<file path="src/hdl/cpu_pkg.sv">
package cpu_pkg;

  localparam int WORD_W   = 16;
  localparam int PC_W     = 8;
  localparam int REG_W    = 3;
  localparam int IMM_W    = 6;
  localparam int NUM_REGS = 8;

  typedef logic [WORD_W-1:0] word_t;     // data word
  typedef logic [PC_W-1:0]   pc_t;       // instruction address
  typedef logic [REG_W-1:0]  reg_addr_t; // register number
  typedef logic [IMM_W-1:0]  imm_t;      // raw immediate field

  typedef enum logic [3:0] {
    op_add  = 4'd0,
    op_addi = 4'd1,
    op_sub  = 4'd2,
    op_subi = 4'd3,
    op_not  = 4'd4,
    op_and  = 4'd5,
    op_or   = 4'd6,
    op_nand = 4'd7,
    op_nor  = 4'd8,
    op_mov  = 4'd9,
    op_li   = 4'd10,
    op_lw   = 4'd11,
    op_sw   = 4'd12,
    op_beq  = 4'd13,
    op_bne  = 4'd14,
    op_jump = 4'd15
  } opcode_e;

  typedef enum logic [3:0] {
    alu_add  = 4'd0,
    alu_sub  = 4'd1,
    alu_not  = 4'd2,
    alu_and  = 4'd3,
    alu_or   = 4'd4,
    alu_nand = 4'd5,
    alu_nor  = 4'd6,
    alu_mov  = 4'd7, // pass operand a
    alu_li   = 4'd8  // pass operand b
  } alu_op_e;

  typedef enum logic [1:0] {
    mem_nop   = 2'd0,
    mem_read  = 2'd1,
    mem_write = 2'd2
  } mem_op_e;

  typedef struct packed {
    logic    reg_dst;     // 1 = rd, 0 = rt
    logic    alu_src;     // 1 = immediate as operand b
    logic    mem_to_reg;
    logic    reg_write;
    mem_op_e mem_op;
    alu_op_e alu_op;
    logic    beq;
    logic    bne;
    logic    address_src; // jump target to pc
  } ctrl_t;

  typedef struct packed {
    opcode_e   opcode;
    reg_addr_t rs;
    reg_addr_t rt;
    reg_addr_t rd;
    imm_t      imm;
    pc_t       target;
  } instr_fields_t;

endpackage

</file>
<file path="src/hdl/alu.sv">
`timescale 1ns/100ps

module alu (
  input  cpu_pkg::word_t rs_data,
  input  cpu_pkg::word_t rt_data,
  input  cpu_pkg::imm_t  imm,
  input  cpu_pkg::ctrl_t ctrl,
  output cpu_pkg::word_t alu_result,
  output logic           zero
);
  import cpu_pkg::*;

  word_t imm_ext;
  word_t op_a;
  word_t op_b;

  assign imm_ext = {{(WORD_W-IMM_W){imm[IMM_W-1]}}, imm}; // sign extend
  assign op_a    = rs_data;
  assign op_b    = ctrl.alu_src ? imm_ext : rt_data;

  always_comb begin
    case (ctrl.alu_op)
      alu_add:  alu_result = op_a + op_b;
      alu_sub:  alu_result = op_a - op_b;
      alu_not:  alu_result = ~op_a;
      alu_and:  alu_result = op_a & op_b;
      alu_or:   alu_result = op_a | op_b;
      alu_nand: alu_result = ~(op_a & op_b);
      alu_nor:  alu_result = ~(op_a | op_b);
      alu_mov:  alu_result = op_a;
      alu_li:   alu_result = op_b;
      default:  alu_result = '0;
    endcase
  end

  // used by beq/bne
  assign zero = (alu_result == '0);

endmodule

</file>
<file path="src/hdl/control_unit.sv">
`timescale 1ns/100ps

module control_unit (
  input  logic [15:0]            instr,
  output cpu_pkg::ctrl_t         ctrl,
  output cpu_pkg::instr_fields_t fields
);
  import cpu_pkg::*;

  opcode_e opcode;

  assign opcode = opcode_e'(instr[15:12]);

  // field split, overlapping fields are decoded per opcode downstream
  assign fields.opcode = opcode;
  assign fields.rs     = instr[11:9];
  assign fields.rt     = instr[8:6];
  assign fields.rd     = instr[5:3];
  assign fields.imm    = instr[5:0];
  assign fields.target = instr[7:0];

  always_comb begin
    ctrl        = '0;      // nothing written, nothing taken
    ctrl.mem_op = mem_nop;
    ctrl.alu_op = alu_add;
    case (opcode)
      op_add, op_sub, op_not, op_and, op_or, op_nand, op_nor, op_mov: begin
        ctrl.reg_dst   = 1'b1; // r-type result goes to rd
        ctrl.reg_write = 1'b1;
        case (opcode)
          op_sub:  ctrl.alu_op = alu_sub;
          op_not:  ctrl.alu_op = alu_not;
          op_and:  ctrl.alu_op = alu_and;
          op_or:   ctrl.alu_op = alu_or;
          op_nand: ctrl.alu_op = alu_nand;
          op_nor:  ctrl.alu_op = alu_nor;
          op_mov:  ctrl.alu_op = alu_mov;
          default: ctrl.alu_op = alu_add;
        endcase
      end
      op_addi, op_subi: begin
        ctrl.alu_src   = 1'b1; // rs +/- imm into rt
        ctrl.reg_write = 1'b1;
        ctrl.alu_op    = (opcode == op_subi) ? alu_sub : alu_add;
      end
      op_li: begin
        ctrl.alu_src   = 1'b1;
        ctrl.reg_write = 1'b1;
        ctrl.alu_op    = alu_li;
      end
      op_lw: begin
        ctrl.alu_src    = 1'b1; // address = rs + imm
        ctrl.mem_to_reg = 1'b1;
        ctrl.reg_write  = 1'b1;
        ctrl.mem_op     = mem_read;
      end
      op_sw: begin
        ctrl.alu_src = 1'b1;
        ctrl.mem_op  = mem_write;
      end
      op_beq: begin
        ctrl.alu_op = alu_sub; // compare via zero flag
        ctrl.beq    = 1'b1;
      end
      op_bne: begin
        ctrl.alu_op = alu_sub;
        ctrl.bne    = 1'b1;
      end
      op_jump: begin
        ctrl.address_src = 1'b1;
      end
      default: begin
        ctrl = '0;
      end
    endcase
  end

endmodule

</file>
<file path="src/hdl/cpu_top.sv">
`timescale 1ns/100ps

module cpu_top #(
  parameter int DMEM_DEPTH = 64
) (
  input  logic               clk,
  input  logic               rst_n,
  input  logic [15:0]        instr,
  output cpu_pkg::pc_t       instr_addr,
  output logic               wb_en,
  output cpu_pkg::reg_addr_t wb_reg,
  output cpu_pkg::word_t     wb_data
);
  import cpu_pkg::*;

  ctrl_t         ctrl;
  instr_fields_t fields;
  word_t         rs_data;
  word_t         rt_data;
  word_t         alu_result;
  logic          zero;

  control_unit u_control_unit (
    .instr  (instr),
    .ctrl   (ctrl),
    .fields (fields)
  );

  reg_file u_reg_file (
    .clk     (clk),
    .rst_n   (rst_n),
    .rs      (fields.rs),
    .rt      (fields.rt),
    .ctrl    (ctrl),
    .rd      (fields.rd),
    .wb_data (wb_data),
    .rs_data (rs_data),
    .rt_data (rt_data),
    .wb_reg  (wb_reg)
  );

  alu u_alu (
    .rs_data    (rs_data),
    .rt_data    (rt_data),
    .imm        (fields.imm),
    .ctrl       (ctrl),
    .alu_result (alu_result),
    .zero       (zero)
  );

  result_unit #(
    .DMEM_DEPTH (DMEM_DEPTH)
  ) u_result_unit (
    .clk        (clk),
    .rst_n      (rst_n),
    .ctrl       (ctrl),
    .alu_result (alu_result),
    .store_data (rt_data), // sw stores rt
    .wb_data    (wb_data)
  );

  pc_unit u_pc_unit (
    .clk    (clk),
    .rst_n  (rst_n),
    .ctrl   (ctrl),
    .zero   (zero),
    .imm    (fields.imm),
    .target (fields.target),
    .pc     (instr_addr)
  );

  assign wb_en = ctrl.reg_write; // retire strobe

endmodule

</file>
<file path="src/hdl/pc_unit.sv">
`timescale 1ns/100ps

module pc_unit (
  input  logic           clk,
  input  logic           rst_n,
  input  cpu_pkg::ctrl_t ctrl,
  input  logic           zero,
  input  cpu_pkg::imm_t  imm,
  input  cpu_pkg::pc_t   target,
  output cpu_pkg::pc_t   pc
);
  import cpu_pkg::*;

  pc_t  pc_plus1;
  pc_t  offset;
  pc_t  pc_next;
  logic taken;

  assign pc_plus1 = pc + 8'd1;
  assign offset   = {{(PC_W-IMM_W){imm[IMM_W-1]}}, imm};

  // beq on equal, bne on not equal
  assign taken = (ctrl.beq && zero) || (ctrl.bne && !zero);

  always_comb begin
    if (ctrl.address_src) begin
      pc_next = target;
    end else if (taken) begin
      pc_next = pc_plus1 + offset; // wraps at 8 bits
    end else begin
      pc_next = pc_plus1;
    end
  end

  always_ff @(posedge clk) begin
    if (!rst_n) begin
      pc <= '0;
    end else begin
      pc <= pc_next;
    end
  end

endmodule

</file>
<file path="src/hdl/reg_file.sv">
`timescale 1ns/100ps

module reg_file (
  input  logic               clk,
  input  logic               rst_n,
  input  cpu_pkg::reg_addr_t rs,
  input  cpu_pkg::reg_addr_t rt,
  input  cpu_pkg::ctrl_t     ctrl,
  input  cpu_pkg::reg_addr_t rd,
  input  cpu_pkg::word_t     wb_data,
  output cpu_pkg::word_t     rs_data,
  output cpu_pkg::word_t     rt_data,
  output cpu_pkg::reg_addr_t wb_reg
);
  import cpu_pkg::*;

  word_t regs [NUM_REGS];

  // combinational read ports
  assign rs_data = regs[rs];
  assign rt_data = regs[rt];

  assign wb_reg = ctrl.reg_dst ? rd : rt; // i-type writes rt

  always_ff @(posedge clk) begin
    if (!rst_n) begin
      for (int i = 0; i < NUM_REGS; i++) begin
        regs[i] <= '0;
      end
    end else if (ctrl.reg_write) begin
      regs[wb_reg] <= wb_data;
    end
  end

endmodule

</file>
<file path="src/hdl/result_unit.sv">
`timescale 1ns/100ps

module result_unit #(
  parameter int DMEM_DEPTH = 64
) (
  input  logic           clk,
  input  logic           rst_n,
  input  cpu_pkg::ctrl_t ctrl,
  input  cpu_pkg::word_t alu_result,
  input  cpu_pkg::word_t store_data,
  output cpu_pkg::word_t wb_data
);
  import cpu_pkg::*;

  localparam int ADDR_W = $clog2(DMEM_DEPTH);

  word_t             dmem [DMEM_DEPTH];
  logic [ADDR_W-1:0] dmem_addr;
  word_t             load_data;

  // address wraps on the memory depth
  assign dmem_addr = ADDR_W'(alu_result % DMEM_DEPTH);

  assign load_data = dmem[dmem_addr]; // lw

  always_ff @(posedge clk) begin
    if (!rst_n) begin
      for (int i = 0; i < DMEM_DEPTH; i++) begin
        dmem[i] <= '0;
      end
    end else if (ctrl.mem_op == mem_write) begin
      dmem[dmem_addr] <= store_data; // sw
    end
  end

  // write-back mux
  assign wb_data = ctrl.mem_to_reg ? load_data : alu_result;

endmodule

</file>
<file path="config.mk">
export PLATFORM = sky130hd
export DESIGN_NAME = cpu_top
export DESIGN_NICKNAME = d
export VERILOG_FILES = /design/src/hdl/cpu_pkg.sv /design/src/hdl/alu.sv /design/src/hdl/control_unit.sv /design/src/hdl/cpu_top.sv /design/src/hdl/pc_unit.sv /design/src/hdl/reg_file.sv /design/src/hdl/result_unit.sv
export SDC_FILE = /design/constraint.sdc
export NUM_CORES = 2
export LEC_CHECK = 0
export BUFFER_PORTS_ARGS = -buffer_cell sky130_fd_sc_hd__buf_4
export CAP_MARGIN = 20
export CORE_ASPECT_RATIO = 1.5
export CORE_MARGIN = 5
export CORE_UTILIZATION = 25
export CTS_CLUSTER_DIAMETER = 200
export DETAILED_ROUTE_END_ITERATION = 10
export PLACE_DENSITY = 0.44
export SLEW_MARGIN = 5
export SYNTH_ARGS = -nofsm -noshare
export SYNTH_HDL_FRONTEND = slang
export SYNTH_HIERARCHICAL = 1
export SYNTH_SLANG_ARGS = --single-unit
</file>
<file path="constraint.sdc">
create_clock -name clk -period 6.92 [get_ports clk]
set_clock_uncertainty 0.1 [all_clocks]
set_input_delay 0.692 -clock clk [delete_from_list [all_inputs] [get_ports clk]]
set_output_delay 0.692 -clock clk [all_outputs]
set_load 0.05 [all_outputs]
</file>
==> run summary <==
The leakage power came out at 27.1 nW. Timing would allow up to 143 MHz. The number of standard-cell rows in the floorplan is 216. Setup repair after global routing could not meet its margin everywhere. In this run the worst hold path is classified as input port to register. The power density over the cells came out at 325 nW/um^2.

The minimum hold slack came out at 0.125 ns. Internal power comes to 0.0151 W. In this run the critical register-to-register path is captured at u_pc_unit/pc[2]. The die width came out at 403 um. Across the VDD grid, the largest voltage drop is 0.000199 V. The reg-to-reg setup timing slack is 0.65 ns. The post-route cell area is 72,900 um^2. The post-route DRC violation count is 0.

The placed wire-length estimate after detailed placement is 160,000 um. The last weighted congestion value of the routability-driven placer is 0.879. The core box area is 231,000 um^2. CTS built an H-tree with a depth of 3. The placed instances occupy a cell area of 67,100 um^2. The violation count after the first detailed-route iteration came out at 3,652. In this run the power spent charging and discharging nets is 0.00858 W.

The max-cap violation count is 0. The number of nets with antenna violations after routing came out at 0. The total of warnings raised by yosys is 6. The number of cells traversed by the worst register-to-register path is 26. The smallest setup slack after layout came out at -0.0906 ns.

The clock reaches the later pin of the worst-skew pair after 0.76 ns. The synthesized net count came out at 4,490. The via count of the first global-routing pass came to 40.9k. The count of final setup violators came out at 6. The launch instance of the worst min-delay path is instr[0]. The number of top-level pins came out at 46. The max-slew violation count is 0. At the pin with the least slew margin, the transition time is 1.09 ns. The first detailed-routing pass took 5 iterations. The data arrival time of the critical path is 6.22 ns. The global router's overall resource usage came out at 19.0%. The critical path in this run is classified as register to output port. The clock tree from TritonCTS is built. The routed design has 240,000 um of wire. The worst setup path is captured at an output port. The proportion of layout cells with a drive suffix above 1 came out at 30.6%. The run finished, with violations left. The number of instances in the synthesized netlist is 4,443. For hold timing, the worst endpoint is u_pc_unit/pc[0]. The total global routing overflow is 0.

The fraction of power spent switching nets came out at 36.2%. The largest net degree at the start of global routing is 67. The number of buffers on the longest clock path is 3.

The post-placement cell count came out at 7,829. The final reports fail on setup timing. The cell chosen for the clock root is sky130_fd_sc_hd__clkbuf_16. The final critical-path required period is 7.01 ns. The maximum fanout encountered on the critical timing path came out at 16. The area growth from synthesis to layout is 25.8%. The area of the die is 242,000 um^2. The worst path uses 101% of the clock period. The sequential share of power is 34.1%.

The clock net in this run drives a total of 1,160 sinks. The global-route wire length before repair came out at 329,000 um. The floorplan die height came out at 600 um. The via count of the routed design is 40.3k. Using the TritonRoute via totals, the vias-per-cell ratio works out to 4.97. In this run the tool buffered the top-level ports with 45 buffer cells. The proportion of power drawn by combinational gates came out at 39.9%. The cell depth of the worst min-delay path is 2. The clock network fraction of design power came out at 26.0%. The data required time at the worst endpoint came out at 6.13 ns. The filler-free cell count of the finished design came out at 8,113. The relative max-transition margin is 27.1%. In this run the critical register-to-register path is launched from u_reg_file/regs[7][0]. The area of the mapped netlist is 57,900 um^2. The register clock-pin slew on the reported worst setup and hold paths came out at 0.06 ns. The number of antenna violations at the first check in global routing is 13. The worst setup path is launched from a register. In this run the mean area of a mapped cell was 13.0 um^2.

In this run, CTS created clock tree buffers numbering 113. The count of endpoints failing hold in the final timing report came out at 0. The number of nets in the final layout came out at 5,012.

After detailed routing, the average wire length per cell comes to 29.6 um. The initial standard-cell utilization of the core came out at 25.1%.
[worst max-delay path by stage]
stage	from	end	slack, ns	cells past startpoint
finish	u_reg_file/regs[7][0]	wb_data[6]	-0.09	23
global route	u_reg_file/regs[5][0]	wb_data[6]	-0.22	23
CTS	u_reg_file/regs[5][0]	wb_data[14]	-0.12	24
detailed placement	instr[15]	wb_data[6]	-0.70	23
global placement	instr[6]	wb_data[6]	-0.75	24
floorplan	instr[6]	wb_data[0]	0.02	24
[cell usage in the layout, fill, tap and decap left out, types with 17 or more instances in the layout]
cell type and instances:
sky130_fd_sc_hd__edfxtp_1 1152, sky130_fd_sc_hd__and2_1 1016, sky130_fd_sc_hd__buf_4 684, sky130_fd_sc_hd__nor2_1 225
sky130_fd_sc_hd__mux4_2 152, sky130_fd_sc_hd__clkbuf_16 120, sky130_fd_sc_hd__nand2_1 112, sky130_fd_sc_hd__a21oi_1 111
sky130_fd_sc_hd__mux2_2 95, sky130_fd_sc_hd__buf_12 94, sky130_fd_sc_hd__mux2i_1 94, sky130_fd_sc_hd__and3_1 85
sky130_fd_sc_hd__o21ai_0 72, sky130_fd_sc_hd__a221oi_1 72, sky130_fd_sc_hd__o21ai_2 66, sky130_fd_sc_hd__a22oi_1 65
sky130_fd_sc_hd__nand3_1 53, sky130_fd_sc_hd__buf_6 38, sky130_fd_sc_hd__a221oi_2 30, sky130_fd_sc_hd__o22ai_1 29
sky130_fd_sc_hd__clkinv_2 27, sky130_fd_sc_hd__o21ai_1 26, sky130_fd_sc_hd__ha_1 26, sky130_fd_sc_hd__clkbuf_1 24
sky130_fd_sc_hd__a221o_1 23, sky130_fd_sc_hd__nand2b_1 22, sky130_fd_sc_hd__nand2_2 22, sky130_fd_sc_hd__clkinv_1 20
sky130_fd_sc_hd__xnor2_1 20, sky130_fd_sc_hd__a22o_1 17
[flip-flops by register name (all words and copies together) (netlist names)]
name                cells
u_result_unit/dmem   1024
u_reg_file/regs       128
u_pc_unit/pc            8
[power groups by stage]
stage | sequential (W) | clock [W] | combinational [W]
detailed placement | 0.00822 | 0 | 0.00832
global placement | 0.00821 | 0 | 0.00832
floorplan | 0.00820 | 0 | 0.00364
CTS | 0.00807 | 0.00631 | 0.00899
finish | 0.00807 | 0.00616 | 0.00946
global route | 0.00809 | 0.00656 | 0.00972
[metal layers]
layer | up-vias | GRT usage (%) | part of all wire [%]
met4 | 2 | 10.5 | 6.7
met1 | 20835 | 21.6 | 36
li1 | 17568 | - | -
met5 | - | 0 | 0.0067
met3 | 446 | 2.02 | 5.0
met2 | 1470 | 35.0 | 52
[worst max-delay path: stages, from the launching register on]
cell	delay, ns
sky130_fd_sc_hd__edfxtp_1	0.41
sky130_fd_sc_hd__mux4_2	0.49
sky130_fd_sc_hd__nand2_2	0.10
sky130_fd_sc_hd__nand2_4	0.06
sky130_fd_sc_hd__mux2_4	0.30
sky130_fd_sc_hd__inv_4	0.07
sky130_fd_sc_hd__ha_4	0.20
sky130_fd_sc_hd__nand2_4	0.06
sky130_fd_sc_hd__o21ai_4	0.07
sky130_fd_sc_hd__fa_2	0.57
sky130_fd_sc_hd__nor2_1	0.04
sky130_fd_sc_hd__a311o_1	0.30
sky130_fd_sc_hd__a22oi_2	0.21
sky130_fd_sc_hd__o32ai_4	0.20
sky130_fd_sc_hd__buf_12	0.21
sky130_fd_sc_hd__buf_12	0.19
sky130_fd_sc_hd__buf_16	0.17
sky130_fd_sc_hd__mux4_2	0.49
sky130_fd_sc_hd__mux2i_4	0.21
sky130_fd_sc_hd__o22ai_1	0.12
sky130_fd_sc_hd__buf_4	0.16
sky130_fd_sc_hd__a221oi_4	0.33
sky130_fd_sc_hd__a31oi_4	0.25
sky130_fd_sc_hd__buf_6	0.22
[cell type report]
type,count,area (um^2)
Clock buffer,137,2920
Multi-Input combinational cell,2814,22500
Timing Repair Buffer,850,8170
Clock inverter,67,613
Antenna cell,7,17.5
Fill cell,23075,158000
Tap cell,3052,3820
Inverter,26,125
Sequential cell,1160,34800
[what timing repair did]
item / CTS / global route
gates cloned: 5 / 7
hold buffers: 0 / 0
endpoints found under the hold margin: 0 / 0
setup buffers: 34 / 37
endpoints found under the setup margin: 19 / 16
pin swaps: 51 / 56
gates resized for setup: 191 / 125
[metrics by stage]
step / setup slack [ns] / util, % / TNS [ns] / power [W]
6_report: -0.0906 / 31.6 / -0.311 / 0.0237
5_1_grt: -0.225 / 31.6 / -2.01 / 0.0244
4_1_cts: -0.115 / 31.1 / -0.361 / 0.0234
3_5_place_dp: -0.704 / 29.1 / -9.15 / 0.0165
3_3_place_gp: -0.750 / 29.0 / -12.83 / 0.0165
2_1_floorplan: 0.0160 / - / 0 / 0.0118
Note: power is estimated with default switching activity, not from simulation.
